`config.mk`:
```
export PLATFORM = sky130hd
export DESIGN_NAME = uart_echo_top
export DESIGN_NICKNAME = d
export VERILOG_FILES = /design/src/hdl/arch_defs_pkg.sv /design/src/hdl/uart_transmitter.sv /design/src/hdl/uart_receiver.sv /design/src/hdl/echo_buffer.sv /design/src/hdl/beacon_source.sv /design/src/hdl/tx_arbiter.sv /design/src/hdl/uart_echo_top.sv
export SDC_FILE = /design/constraint.sdc
export NUM_CORES = 1
export LEC_CHECK = 0
export ABC_CLOCK_PERIOD_IN_PS = 6800
export BUFFER_PORTS_ARGS = -buffer_cell sky130_fd_sc_hd__buf_2
export CORE_ASPECT_RATIO = 1.2
export CORE_MARGIN = 2
export CORE_UTILIZATION = 50
export DETAILED_ROUTE_END_ITERATION = 12
export PLACE_DENSITY = 0.64
export SKIP_CTS_REPAIR_TIMING = 1
export SYNTH_ARGS = -nofsm -noshare
export SYNTH_HDL_FRONTEND = slang
export SYNTH_SLANG_ARGS = --single-unit
```
`constraint.sdc`:
```
create_clock -name clk -period 6.8 [get_ports clk]
set_input_delay 1.36 -clock clk [delete_from_list [all_inputs] [get_ports clk]]
set_output_delay 1.36 -clock clk [all_outputs]
set_load 0.01 [all_outputs]
```
`src/hdl/arch_defs_pkg.sv`:
```
package arch_defs_pkg;

    // ~~~~~~~~~~~~~~~~~~~~~~~~~~~~~~~~~~~~~~~~~~~~~~~~~~~~~~~~~~~~~~~~~~~~~~~~~~
    // Frame format
    // ~~~~~~~~~~~~~~~~~~~~~~~~~~~~~~~~~~~~~~~~~~~~~~~~~~~~~~~~~~~~~~~~~~~~~~~~~~

    parameter int DATA_WIDTH = 8;               // Data bits per frame.

    // ~~~~~~~~~~~~~~~~~~~~~~~~~~~~~~~~~~~~~~~~~~~~~~~~~~~~~~~~~~~~~~~~~~~~~~~~~~
    // State and owner encodings
    // ~~~~~~~~~~~~~~~~~~~~~~~~~~~~~~~~~~~~~~~~~~~~~~~~~~~~~~~~~~~~~~~~~~~~~~~~~~

    // Shared by transmitter and receiver.
    typedef enum logic [1:0] {
        S_UART_TX_IDLE      = 2'd0,
        S_UART_TX_START     = 2'd1,
        S_UART_TX_SEND_DATA = 2'd2,
        S_UART_TX_STOP      = 2'd3
    } uart_fsm_state_t;

    // Client granted last by the arbiter.
    typedef enum logic {
        ARB_ECHO   = 1'b0,
        ARB_BEACON = 1'b1
    } arb_owner_t;

endpackage

```
`src/hdl/uart_transmitter.sv`:
```
module uart_transmitter
    import arch_defs_pkg::*;
#(
    parameter int CLOCK_SPEED = 20_000_000,
    parameter int BAUD_RATE   = 9600
) (
    input  logic                  clk,
    input  logic                  reset,

    input  logic [DATA_WIDTH-1:0] tx_parallel_in_data,
    input  logic                  tx_start_strobe,

    output logic                  busy_flag,
    output logic                  data_out
);

    localparam int CYCLES_PER_BIT = CLOCK_SPEED / BAUD_RATE;
    localparam int BAUD_W         = $clog2(CYCLES_PER_BIT);
    localparam int BIT_W          = $clog2(DATA_WIDTH);

    uart_fsm_state_t current_state, next_state;

    logic [DATA_WIDTH-1:0] tx_shift_reg;
    logic [BIT_W-1:0]      bit_count, next_bit_count;
    logic [BAUD_W-1:0]     baud_count, next_baud_count;
    logic                  bit_done;

    assign bit_done = (baud_count == BAUD_W'(CYCLES_PER_BIT - 1)); // Last cycle of a bit.

    always_comb begin
        next_state      = current_state;
        next_bit_count  = bit_count;
        next_baud_count = baud_count;
        data_out        = 1'b1;                 // Line idles high.
        busy_flag       = 1'b1;

        case (current_state)
            S_UART_TX_IDLE: begin
                busy_flag = tx_start_strobe;    // Busy already in the strobe cycle.
                if (tx_start_strobe) begin
                    next_state      = S_UART_TX_START;
                    next_baud_count = '0;
                    next_bit_count  = '0;
                end
            end

            S_UART_TX_START: begin
                data_out = 1'b0;
                if (bit_done) begin
                    next_state      = S_UART_TX_SEND_DATA;
                    next_baud_count = '0;
                end else begin
                    next_baud_count = baud_count + 1'b1;
                end
            end

            S_UART_TX_SEND_DATA: begin
                data_out = tx_shift_reg[0];     // LSB first.
                if (bit_done) begin
                    next_baud_count = '0;
                    next_bit_count  = bit_count + 1'b1;
                    if (bit_count == BIT_W'(DATA_WIDTH - 1)) begin
                        next_state = S_UART_TX_STOP;
                    end
                end else begin
                    next_baud_count = baud_count + 1'b1;
                end
            end

            S_UART_TX_STOP: begin
                if (bit_done) begin
                    next_state = S_UART_TX_IDLE;
                end else begin
                    next_baud_count = baud_count + 1'b1;
                end
            end

            default: next_state = S_UART_TX_IDLE;
        endcase
    end

    always_ff @(posedge clk) begin
        if (reset) begin
            current_state <= S_UART_TX_IDLE;
            bit_count     <= '0;
            baud_count    <= '0;
        end else begin
            current_state <= next_state;
            bit_count     <= next_bit_count;
            baud_count    <= next_baud_count;
        end
    end

    always_ff @(posedge clk) begin
        if (current_state == S_UART_TX_IDLE && tx_start_strobe) begin
            tx_shift_reg <= tx_parallel_in_data;
        end else if (current_state == S_UART_TX_SEND_DATA && bit_done) begin
            tx_shift_reg <= {1'b1, tx_shift_reg[DATA_WIDTH-1:1]};
        end
    end

endmodule

```
`src/hdl/uart_receiver.sv`:
```
module uart_receiver
    import arch_defs_pkg::*;
#(
    parameter int CLOCK_SPEED = 20_000_000,
    parameter int BAUD_RATE   = 9600
) (
    input  logic                  clk,
    input  logic                  reset,

    input  logic                  rx_line,

    output logic [DATA_WIDTH-1:0] rx_data,
    output logic                  rx_valid,
    output logic                  frame_error
);

    localparam int CYCLES_PER_BIT = CLOCK_SPEED / BAUD_RATE;
    localparam int HALF_BIT       = CYCLES_PER_BIT / 2;
    localparam int BAUD_W         = $clog2(CYCLES_PER_BIT);
    localparam int BIT_W          = $clog2(DATA_WIDTH);

    uart_fsm_state_t state;

    logic                  rx_meta, rx_sync, rx_prev;
    logic [DATA_WIDTH-1:0] rx_shift_reg;
    logic [BIT_W-1:0]      bit_count;
    logic [BAUD_W-1:0]     baud_count;
    logic                  half_done, bit_done;

    assign half_done = (baud_count == BAUD_W'(HALF_BIT - 1));
    assign bit_done  = (baud_count == BAUD_W'(CYCLES_PER_BIT - 1)); // Middle of next bit.
    assign rx_data   = rx_shift_reg;

    // ~~~~~~~~~~~~~~~~~~~~~~~~~~~~~~~~~~~~~~~~~~~~~~~~~~~~~~~~~~~~~~~~~~~~~~~~~~
    // Line synchronizer
    // ~~~~~~~~~~~~~~~~~~~~~~~~~~~~~~~~~~~~~~~~~~~~~~~~~~~~~~~~~~~~~~~~~~~~~~~~~~

    always_ff @(posedge clk) begin
        if (reset) begin
            rx_meta <= 1'b1;
            rx_sync <= 1'b1;
            rx_prev <= 1'b1;
        end else begin
            rx_meta <= rx_line;
            rx_sync <= rx_meta;
            rx_prev <= rx_sync;                 // For falling edge detect.
        end
    end

    // ~~~~~~~~~~~~~~~~~~~~~~~~~~~~~~~~~~~~~~~~~~~~~~~~~~~~~~~~~~~~~~~~~~~~~~~~~~
    // Frame FSM
    // ~~~~~~~~~~~~~~~~~~~~~~~~~~~~~~~~~~~~~~~~~~~~~~~~~~~~~~~~~~~~~~~~~~~~~~~~~~

    always_ff @(posedge clk) begin
        if (reset) begin
            state       <= S_UART_TX_IDLE;
            baud_count  <= '0;
            bit_count   <= '0;
            rx_valid    <= 1'b0;
            frame_error <= 1'b0;
        end else begin
            rx_valid    <= 1'b0;
            frame_error <= 1'b0;
            baud_count  <= baud_count + 1'b1;
            case (state)
                S_UART_TX_IDLE: begin
                    baud_count <= '0;
                    if (rx_prev && !rx_sync) begin
                        state <= S_UART_TX_START;
                    end
                end
                S_UART_TX_START: begin
                    if (half_done) begin
                        baud_count <= '0;
                        bit_count  <= '0;
                        // A high line here was a glitch.
                        state <= rx_sync ? S_UART_TX_IDLE : S_UART_TX_SEND_DATA;
                    end
                end
                S_UART_TX_SEND_DATA: begin
                    if (bit_done) begin
                        baud_count <= '0;
                        bit_count  <= bit_count + 1'b1;
                        if (bit_count == BIT_W'(DATA_WIDTH - 1)) begin
                            state <= S_UART_TX_STOP;
                        end
                    end
                end
                S_UART_TX_STOP: begin
                    if (bit_done) begin
                        rx_valid    <= rx_sync;
                        frame_error <= !rx_sync;
                        state       <= S_UART_TX_IDLE;
                    end
                end
                default: state <= S_UART_TX_IDLE;
            endcase
        end
    end

    always_ff @(posedge clk) begin
        if (state == S_UART_TX_SEND_DATA && bit_done) begin
            rx_shift_reg <= {rx_sync, rx_shift_reg[DATA_WIDTH-1:1]}; // LSB arrives first.
        end
    end

endmodule

```
`src/hdl/echo_buffer.sv`:
```
module echo_buffer
    import arch_defs_pkg::*;
#(
    parameter int ECHO_DEPTH = 4
) (
    input  logic                  clk,
    input  logic                  reset,

    input  logic [DATA_WIDTH-1:0] rx_data,
    input  logic                  rx_valid,
    input  logic                  echo_grant,

    output logic                  echo_req,
    output logic [DATA_WIDTH-1:0] echo_data,
    output logic                  echo_overflow
);

    localparam int ADDR_W = $clog2(ECHO_DEPTH);

    logic [DATA_WIDTH-1:0] mem [ECHO_DEPTH];
    logic [ADDR_W-1:0]     wr_ptr, rd_ptr;
    logic [ADDR_W:0]       count;
    logic                  full, push, pop;

    assign full      = (count == (ADDR_W+1)'(ECHO_DEPTH));
    assign push      = rx_valid && !full;
    assign pop       = echo_grant && echo_req;
    assign echo_req  = (count != '0);
    assign echo_data = mem[rd_ptr];             // Head byte.

    always_ff @(posedge clk) begin
        if (reset) begin
            wr_ptr        <= '0;
            rd_ptr        <= '0;
            count         <= '0;
            echo_overflow <= 1'b0;
        end else begin
            if (push) begin
                wr_ptr <= wr_ptr + 1'b1;        // Wraps at the power of two.
            end
            if (pop) begin
                rd_ptr <= rd_ptr + 1'b1;
            end
            count <= count + push - pop;
            if (rx_valid && full) begin
                echo_overflow <= 1'b1;          // Sticky.
            end
        end
    end

    always_ff @(posedge clk) begin
        if (push) begin
            mem[wr_ptr] <= rx_data;
        end
    end

endmodule

```
`src/hdl/beacon_source.sv`:
```
module beacon_source
    import arch_defs_pkg::*;
#(
    parameter int BEACON_PERIOD = 1000
) (
    input  logic                  clk,
    input  logic                  reset,

    input  logic                  beacon_grant,

    output logic                  beacon_req,
    output logic [DATA_WIDTH-1:0] beacon_data
);

    localparam int PERIOD_W = $clog2(BEACON_PERIOD + 1);

    logic [PERIOD_W-1:0]   period_count;
    logic [DATA_WIDTH-2:0] seq_num;

    assign beacon_data = {1'b1, seq_num};      // Top bit marks a beacon.

    always_ff @(posedge clk) begin
        if (reset) begin
            period_count <= '0;
            seq_num      <= '0;
            beacon_req   <= 1'b0;
        end else if (beacon_grant) begin
            period_count <= '0;
            seq_num      <= seq_num + 1'b1;
            beacon_req   <= 1'b0;
        end else if (!beacon_req) begin
            period_count <= period_count + 1'b1;
            if (period_count == PERIOD_W'(BEACON_PERIOD - 1)) begin
                beacon_req <= 1'b1;             // Holds until granted.
            end
        end
    end

endmodule

```
`src/hdl/tx_arbiter.sv`:
```
module tx_arbiter
    import arch_defs_pkg::*;
(
    input  logic                  clk,
    input  logic                  reset,

    input  logic                  echo_req,
    input  logic [DATA_WIDTH-1:0] echo_data,
    input  logic                  beacon_req,
    input  logic [DATA_WIDTH-1:0] beacon_data,
    input  logic                  busy_flag,

    output logic                  echo_grant,
    output logic                  beacon_grant,
    output logic                  tx_start_strobe,
    output logic [DATA_WIDTH-1:0] tx_data
);

    arb_owner_t last_owner;

    logic can_issue;
    logic pick_beacon, pick_echo;

    // Own strobe keeps the busy path out of the loop.
    assign can_issue   = !busy_flag && !tx_start_strobe;
    assign pick_beacon = beacon_req && (!echo_req || last_owner == ARB_ECHO);
    assign pick_echo   = echo_req && !pick_beacon;

    always_ff @(posedge clk) begin
        if (reset) begin
            last_owner      <= ARB_BEACON;      // Echo wins the first tie.
            echo_grant      <= 1'b0;
            beacon_grant    <= 1'b0;
            tx_start_strobe <= 1'b0;
        end else begin
            echo_grant      <= can_issue && pick_echo;
            beacon_grant    <= can_issue && pick_beacon;
            tx_start_strobe <= can_issue && (pick_echo || pick_beacon);
            if (can_issue && pick_echo) begin
                last_owner <= ARB_ECHO;
            end else if (can_issue && pick_beacon) begin
                last_owner <= ARB_BEACON;
            end
        end
    end

    always_ff @(posedge clk) begin
        if (can_issue) begin
            tx_data <= pick_beacon ? beacon_data : echo_data;
        end
    end

endmodule

```
`src/hdl/uart_echo_top.sv`:
```
module uart_echo_top
    import arch_defs_pkg::*;
#(
    parameter int CLOCK_SPEED   = 20_000_000,
    parameter int BAUD_RATE     = 9600,
    parameter int ECHO_DEPTH    = 4,
    parameter int BEACON_PERIOD = 200_000
) (
    input  logic clk,
    input  logic reset,
    input  logic rx_line,

    output logic tx_line,
    output logic tx_busy,
    output logic echo_overflow,
    output logic frame_error
);

    logic [DATA_WIDTH-1:0] rx_data, echo_data, beacon_data, tx_data;
    logic                  rx_valid;
    logic                  echo_req, echo_grant;
    logic                  beacon_req, beacon_grant;
    logic                  tx_start_strobe;

    uart_receiver #(.CLOCK_SPEED(CLOCK_SPEED), .BAUD_RATE(BAUD_RATE)) u_uart_receiver (
        .clk(clk), .reset(reset), .rx_line(rx_line),
        .rx_data(rx_data), .rx_valid(rx_valid), .frame_error(frame_error)
    );

    echo_buffer #(.ECHO_DEPTH(ECHO_DEPTH)) u_echo_buffer (
        .clk(clk), .reset(reset), .rx_data(rx_data), .rx_valid(rx_valid),
        .echo_grant(echo_grant), .echo_req(echo_req), .echo_data(echo_data),
        .echo_overflow(echo_overflow)
    );

    beacon_source #(.BEACON_PERIOD(BEACON_PERIOD)) u_beacon_source (
        .clk(clk), .reset(reset), .beacon_grant(beacon_grant),
        .beacon_req(beacon_req), .beacon_data(beacon_data)
    );

    tx_arbiter u_tx_arbiter (
        .clk(clk), .reset(reset),
        .echo_req(echo_req), .echo_data(echo_data),
        .beacon_req(beacon_req), .beacon_data(beacon_data),
        .busy_flag(tx_busy), .echo_grant(echo_grant), .beacon_grant(beacon_grant),
        .tx_start_strobe(tx_start_strobe), .tx_data(tx_data)
    );

    uart_transmitter #(.CLOCK_SPEED(CLOCK_SPEED), .BAUD_RATE(BAUD_RATE)) u_uart_transmitter (
        .clk(clk), .reset(reset),
        .tx_parallel_in_data(tx_data), .tx_start_strobe(tx_start_strobe),
        .busy_flag(tx_busy), .data_out(tx_line)
    );

endmodule

```
=== Word-level counts from Yosys, hierarchy flattened ===
Memories as Yosys holds them, arrays and structs flattened. A register that Yosys moved wholly into a read port is not among the register bits.
Index checks and enable logic that the tools add are counted.

* Input bits: 3
* Bits in registers: 101
* RAM bits: 32
* Memories: 1

{| class="wikitable"
|+ Memories
! memory !! depth !! width !! rd ports !! clocked after memory_dff !! write ports !! line !! text
|-
| u_echo_buffer.mem || 4 || 8 || 1 || 1 || 1 || echo_buffer.sv:20 || <nowiki>logic [DATA_WIDTH-1:0] mem [ECHO_DEPTH];</nowiki>
|}

* Multiplexer cells: 39
* Add/sub/neg operators: 10
* Reduce and logical (&&, ||, !) cells: 36
* Equality and inequality tests: 24
* Bitwise gates (word level): 3

{| class="wikitable"
|+ Operators by type and width
! kind !! number
|-
| 12-bit case mux with 3 select lines || 2
|-
| 12-bit two-way mux || 5
|-
| 2-bit two-way mux || 13
|-
| 12-bit by 1-bit adder with 12-bit output (second input constant) || 2
|-
| 12-bit equality test (second input constant) || 2
|-
| 18-bit by 1-bit adder with 18-bit output (second input constant) || 1
|-
| 18-bit equality test (second input constant) || 1
|-
| 2-bit by 1-bit != test with 1-bit output (second input constant) || 9
|-
| 8-bit two-way mux || 2
|-
| 2-bit case mux with 4 select lines || 2
|-
| 1-bit logical AND || 13
|-
| 12-bit by 11-bit equality test with 1-bit output (second input constant) || 1
|-
| 3-bit two-way mux || 4
|-
| 3-bit case mux with 2 select lines || 2
|-
| 5-bit AND reduction || 2
|-
| 3-bit equality test (second input constant) || 3
|-
| 2-bit equality test (second input constant) || 4
|-
| 2-bit nonzero test || 4
|-
| 7-bit by 1-bit adder with 7-bit output (second input constant) || 1
|-
| 1-bit two-way mux || 7
|-
| 7-bit two-way mux || 1
|-
| 3-bit by 1-bit adder with 3-bit output (second input constant) || 2
|-
| 1-bit zero test || 6
|-
| 3-bit AND reduction || 2
|-
| 13 further kinds || 21
|}

=== Logic depth before layout (Yosys ltp) ===
* Depth after elaboration: 8
* Gate-level depth with buffers: 10
* Gate-level depth less buffers: 10

=== Hierarchy ===
From an unflattened synthesis, not the netlist that was laid out.

* Cells, all modules: 512
* Area total of the unflattened synthesis: 5972.0 sq um

{| class="wikitable"
|+ Modules (own cells, without submodules)
! module !! area each (sq um) !! cells an instance !! instances
|-
| echo_buffer || 1651.6 || 92 || 1
|-
| uart_transmitter || 1367.6 || 133 || 1
|-
| uart_receiver || 1296.2 || 126 || 1
|-
| beacon_source || 1178.6 || 132 || 1
|-
| tx_arbiter || 478.0 || 29 || 1
|}

=== Worst setup path after synthesis ===
No wires, ideal clock.

* Kind: register -> output
* Start: register u_uart_transmitter.current_state[0]
* End: output tx_busy
* Path slack: 4.418 ns
* Stages on the path, launching flop included: 5
* Buffers on the path: 1
* Data arrival time: 1.022 ns
* Cells stage by stage: dfxtp_1 -> inv_1 -> ha_1 -> nand2b_1 -> clkbuf_1

* Cells in the longest elaborated chain, start to end: 2

{| class="wikitable"
|+ Ends and longest elaborated chain
! what !! line !! text
|-
| start: declaration || uart_transmitter.sv:21 || <nowiki>uart_fsm_state_t current_state, next_state;</nowiki>
|-
| start signal: assignment || uart_transmitter.sv:88 || <nowiki>current_state <= next_state;</nowiki>
|-
| 2-bit zero test || uart_transmitter.sv:37 || <nowiki>case (current_state)</nowiki>
|-
| 1-bit two-way mux || uart_transmitter.sv:37 ||
|-
| end: declaration || uart_echo_top.sv:14 || <nowiki>output logic tx_busy,</nowiki>
|}

No other way between the ends.

=== Worst setup path in the final report ===
Same ends and word-level chain as after synthesis.

==> qor.yml <==
worst_clock_skew_ns: 0.006671
async_reset_ff_share_pct: 0
arrival_ns: 1.68
critPathTopFamily: "flip-flops"
grtUsageTotal_pct: 17.00
netlist_area_mm2: 0.005792
initial_core_util_pct: 50.78
dpl.hpwl_mm: 6.368
top_usage_layer: "met2"
routedWlPerCell_um: 13.73
biggestRegsByFlops: "u_echo_buffer.mem x32, u_beacon_source.period_count x18"
synth-edff-count: 56
grt.met1_usage_pct: 20.48
drive_gt1_share_pct: 13.99
cts_buffer_depth: 2
synth_xor_area_share_pct: 6.049
sw_frac_of_total_pct: 23.54
cpPeakStageDelay_ns: 0.39
clkPwrFrac_pct: 46.1
yosysUniqueCellTypes: 53
synth_top_area_share_pct: 29.03
detailedPlace.worstSlack_ns: 4.132
dieWidth_um: 102.3
timing.final.crit_share_pct: 44.64
regMostFlops: "u_echo_buffer.mem"
ys_top_cells_by_area: "edfxtp_1, dfxtp_1, ha_1"
grt_pass1_wl_mm: 16.19
setup_tns_ns: 0
power_switching_uw: 438.5
cts_tree: "built"
nFillCells: 977
setup_violations: 0
ys_seq_area_share_pct: 56.34
worst_slew_pin_slew_ns: 1.063
dieArea_mm2: 0.01246
cp_max_fo: 10
diodes: 0
grt_use_met3_pct: 4.991
grt_pass1_vias: 3560
syn_inst: 506
drt_iter0_markers: 87
leakagePower_nw: 2.317
synth_top_family_by_area: "simple AND/OR/NAND/NOR gates"
worstHoldPathCells: 1
synth.area.mux_share_pct: 7.064
hold_violations: 0
rsz0062_at_grt: "no"
numCtsBuffers: 17
gp_congestion: 0.8203
h-tree-depth: 4
fin_crit_ns: 3.035
crit_slowest_cell: "dfxtp_1"
synth-seq-cells: 135
hp-class: "flip-flop to flip-flop"
ys_warn_count: 0
rows: 43
ant_nets: 0
yosys.area_share.adder_pct: 6.178
reg2reg_to: "u_uart_transmitter.tx_shift_reg[2]$_DFFE_PP_"
critPathLaunchType: "flip-flop"
wirelength_mm: 9.420
syn_to_final_growth_pct: 12.42
crit_path_end_kind: "output port"
met2_usage_pct: 27.47
nets: 547
synth_nets: 537
grt_max_degree: 42
avgViaCountPerCell: 5.213
die_y_um: 121.9
cp.depth: 4
vias: 3576
status: "complete, no violations"
p_int_mw: 1.424
powerDensity_mw_per_mm2: 286.0
first_pass_iters: 6
max_cap_violations: 0
cts.sinks: 135
drc_errors: 0
combPwrFrac_pct: 6.8
maxSlewViolCount: 0
overflow: 0
reg2reg_depth: 5
clock_latency_ns: 0.42
pin_count: 7
synth-simple-area-share_pct: 15.88
synth.most_common_cell: "dfxtp_1"
timing.rr.start: "u_uart_transmitter.baud_count[0]$_SDFFE_PP0P_"
crit_required_ns: 5.44
irDropWorstVdd_mv: 0.1841
root_buffer: "clkbuf_16"
finalWorstSetupSlack_ns: 3.765
synth_compound_area_share_pct: 5.574
ys.flop_type: "dfxtp_1"
clk_pin_slew_ns: 0.06
crit_start: "u_uart_transmitter.current_state[0]$_SDFFE_PP0P_"
largest_reg_flops: 32
p_seq_share_pct: 47.1
critical_path.endpoint: "tx_busy"
synth_top_area_cell: "edfxtp_1"
fmax_mhz: 329.4
synth_common_cells: "dfxtp_1, nor2_1, edfxtp_1"
critical_path_class: "flip-flop to output port"
antenna_found_initial: 0
reg2reg_slack_ns: 4.06
relSlewSlack_pct: 28.39
cp_num_buf_inv: 2
crit_path_cell_trace: "inv_1 > ha_1 > nand2b_1 > buf_2"
port-buffer-count: 6
avgSynthCellArea_um2: 11.45
core_mm2: 0.01141
metal layers:
layer / vias up / wire [um]
met1: 1718 / 4328
li1: 1803 / -
met4: 0 / 193
met5: - / 0
met2: 36 / 4652
met3: 19 / 245
cell families after synthesis:
logic type                 Yosys count
buffers and inverters               42
AOI/OAI and AO/OA                   48
and+or+nand+nor                    184
xor gates and xnor gates            40
adders and majority gates           28
muxes                               29
DFF                                135
power groups by stage:
stage | logic [mW] | registers, mW | clock network [mW]
floorplan | 0.0966 | 0.890 | 0
global placement | 0.125 | 0.892 | 0
detailed placement | 0.127 | 0.894 | 0
CTS | 0.128 | 0.877 | 0.879
global route | 0.145 | 0.878 | 0.910
finish | 0.127 | 0.877 | 0.859
area by class of cell:
| class | count | area (um2) | area share (%) |
|---|---|---|---|
| clock buffers | 21 | 460.4 | 7.071 |
| repair buffers | 6 | 30.03 | 0.4612 |
| flip-flops and latches | 135 | 3263 | 50.12 |
| inverters | 27 | 101.3 | 1.556 |
| well taps | 157 | 196.4 | 3.017 |
| multi-input cells | 329 | 2360 | 36.24 |
| clock inverters | 11 | 100.1 | 1.537 |
worst min-delay path by stage:
stage	start	to	slack, ns
2_1_floorplan	u_uart_receiver.rx_meta$_SDFF_PP1_	u_uart_receiver.rx_sync$_SDFF_PP1_	0.39
3_3_place_gp	u_uart_receiver.rx_meta$_SDFF_PP1_	u_uart_receiver.rx_sync$_SDFF_PP1_	0.40
3_5_place_dp	u_uart_receiver.rx_meta$_SDFF_PP1_	u_uart_receiver.rx_sync$_SDFF_PP1_	0.41
4_1_cts	u_uart_receiver.rx_meta$_SDFF_PP1_	u_uart_receiver.rx_sync$_SDFF_PP1_	0.42
5_1_grt	u_uart_receiver.rx_meta$_SDFF_PP1_	u_uart_receiver.rx_sync$_SDFF_PP1_	0.43
6_report	u_uart_receiver.rx_meta$_SDFF_PP1_	u_uart_receiver.rx_sync$_SDFF_PP1_	0.42
metrics by stage:
step	util [%]	instance area [um2]	power [mW]	std cells	hold WS, ns
final	57.09	6511	1.863	686	0.4230
after floorplan	-	5792	0.9867	506	0.3895
after detailed placement	52.17	5951	1.021	654	0.4107
after CTS	57.09	6511	1.884	686	0.4234
after global routing	57.09	6511	1.933	686	0.4321
after global placement	52.17	5951	1.017	654	0.3969
cells in the final DEF, fill, tap and decap left out, types with 3 or more instances in the layout:
| master | Yosys | layout |
|---|---|---|
| dfxtp_1 | 79 | 79 |
| nor2_1 | 70 | 70 |
| edfxtp_1 | 56 | 56 |
| inv_1 | 27 | 27 |
| xor2_1 | 27 | 27 |
| ha_1 | 27 | 27 |
| nand2_1 | 26 | 26 |
| nand3_1 | 20 | 20 |
| clkbuf_16 | 0 | 17 |
| mux2_2 | 14 | 14 |
| xnor2_1 | 13 | 13 |
| o21ai_0 | 12 | 12 |
| nand4_1 | 12 | 12 |
| a21oi_1 | 10 | 10 |
| or2_2 | 9 | 9 |
| or3_1 | 8 | 8 |
| mux4_2 | 8 | 8 |
| and3_1 | 8 | 8 |
| nor3_1 | 7 | 7 |
| mux2i_1 | 6 | 6 |
| buf_2 | 0 | 6 |
| and2_1 | 5 | 5 |
| a22oi_1 | 4 | 4 |
| a31oi_1 | 4 | 4 |
| a211oi_1 | 4 | 4 |
| clkinv_2 | 0 | 4 |
| nor4_1 | 3 | 3 |
| a21o_1 | 3 | 3 |
| clkinv_4 | 0 | 3 |
(Power assumes the default switching activity.)
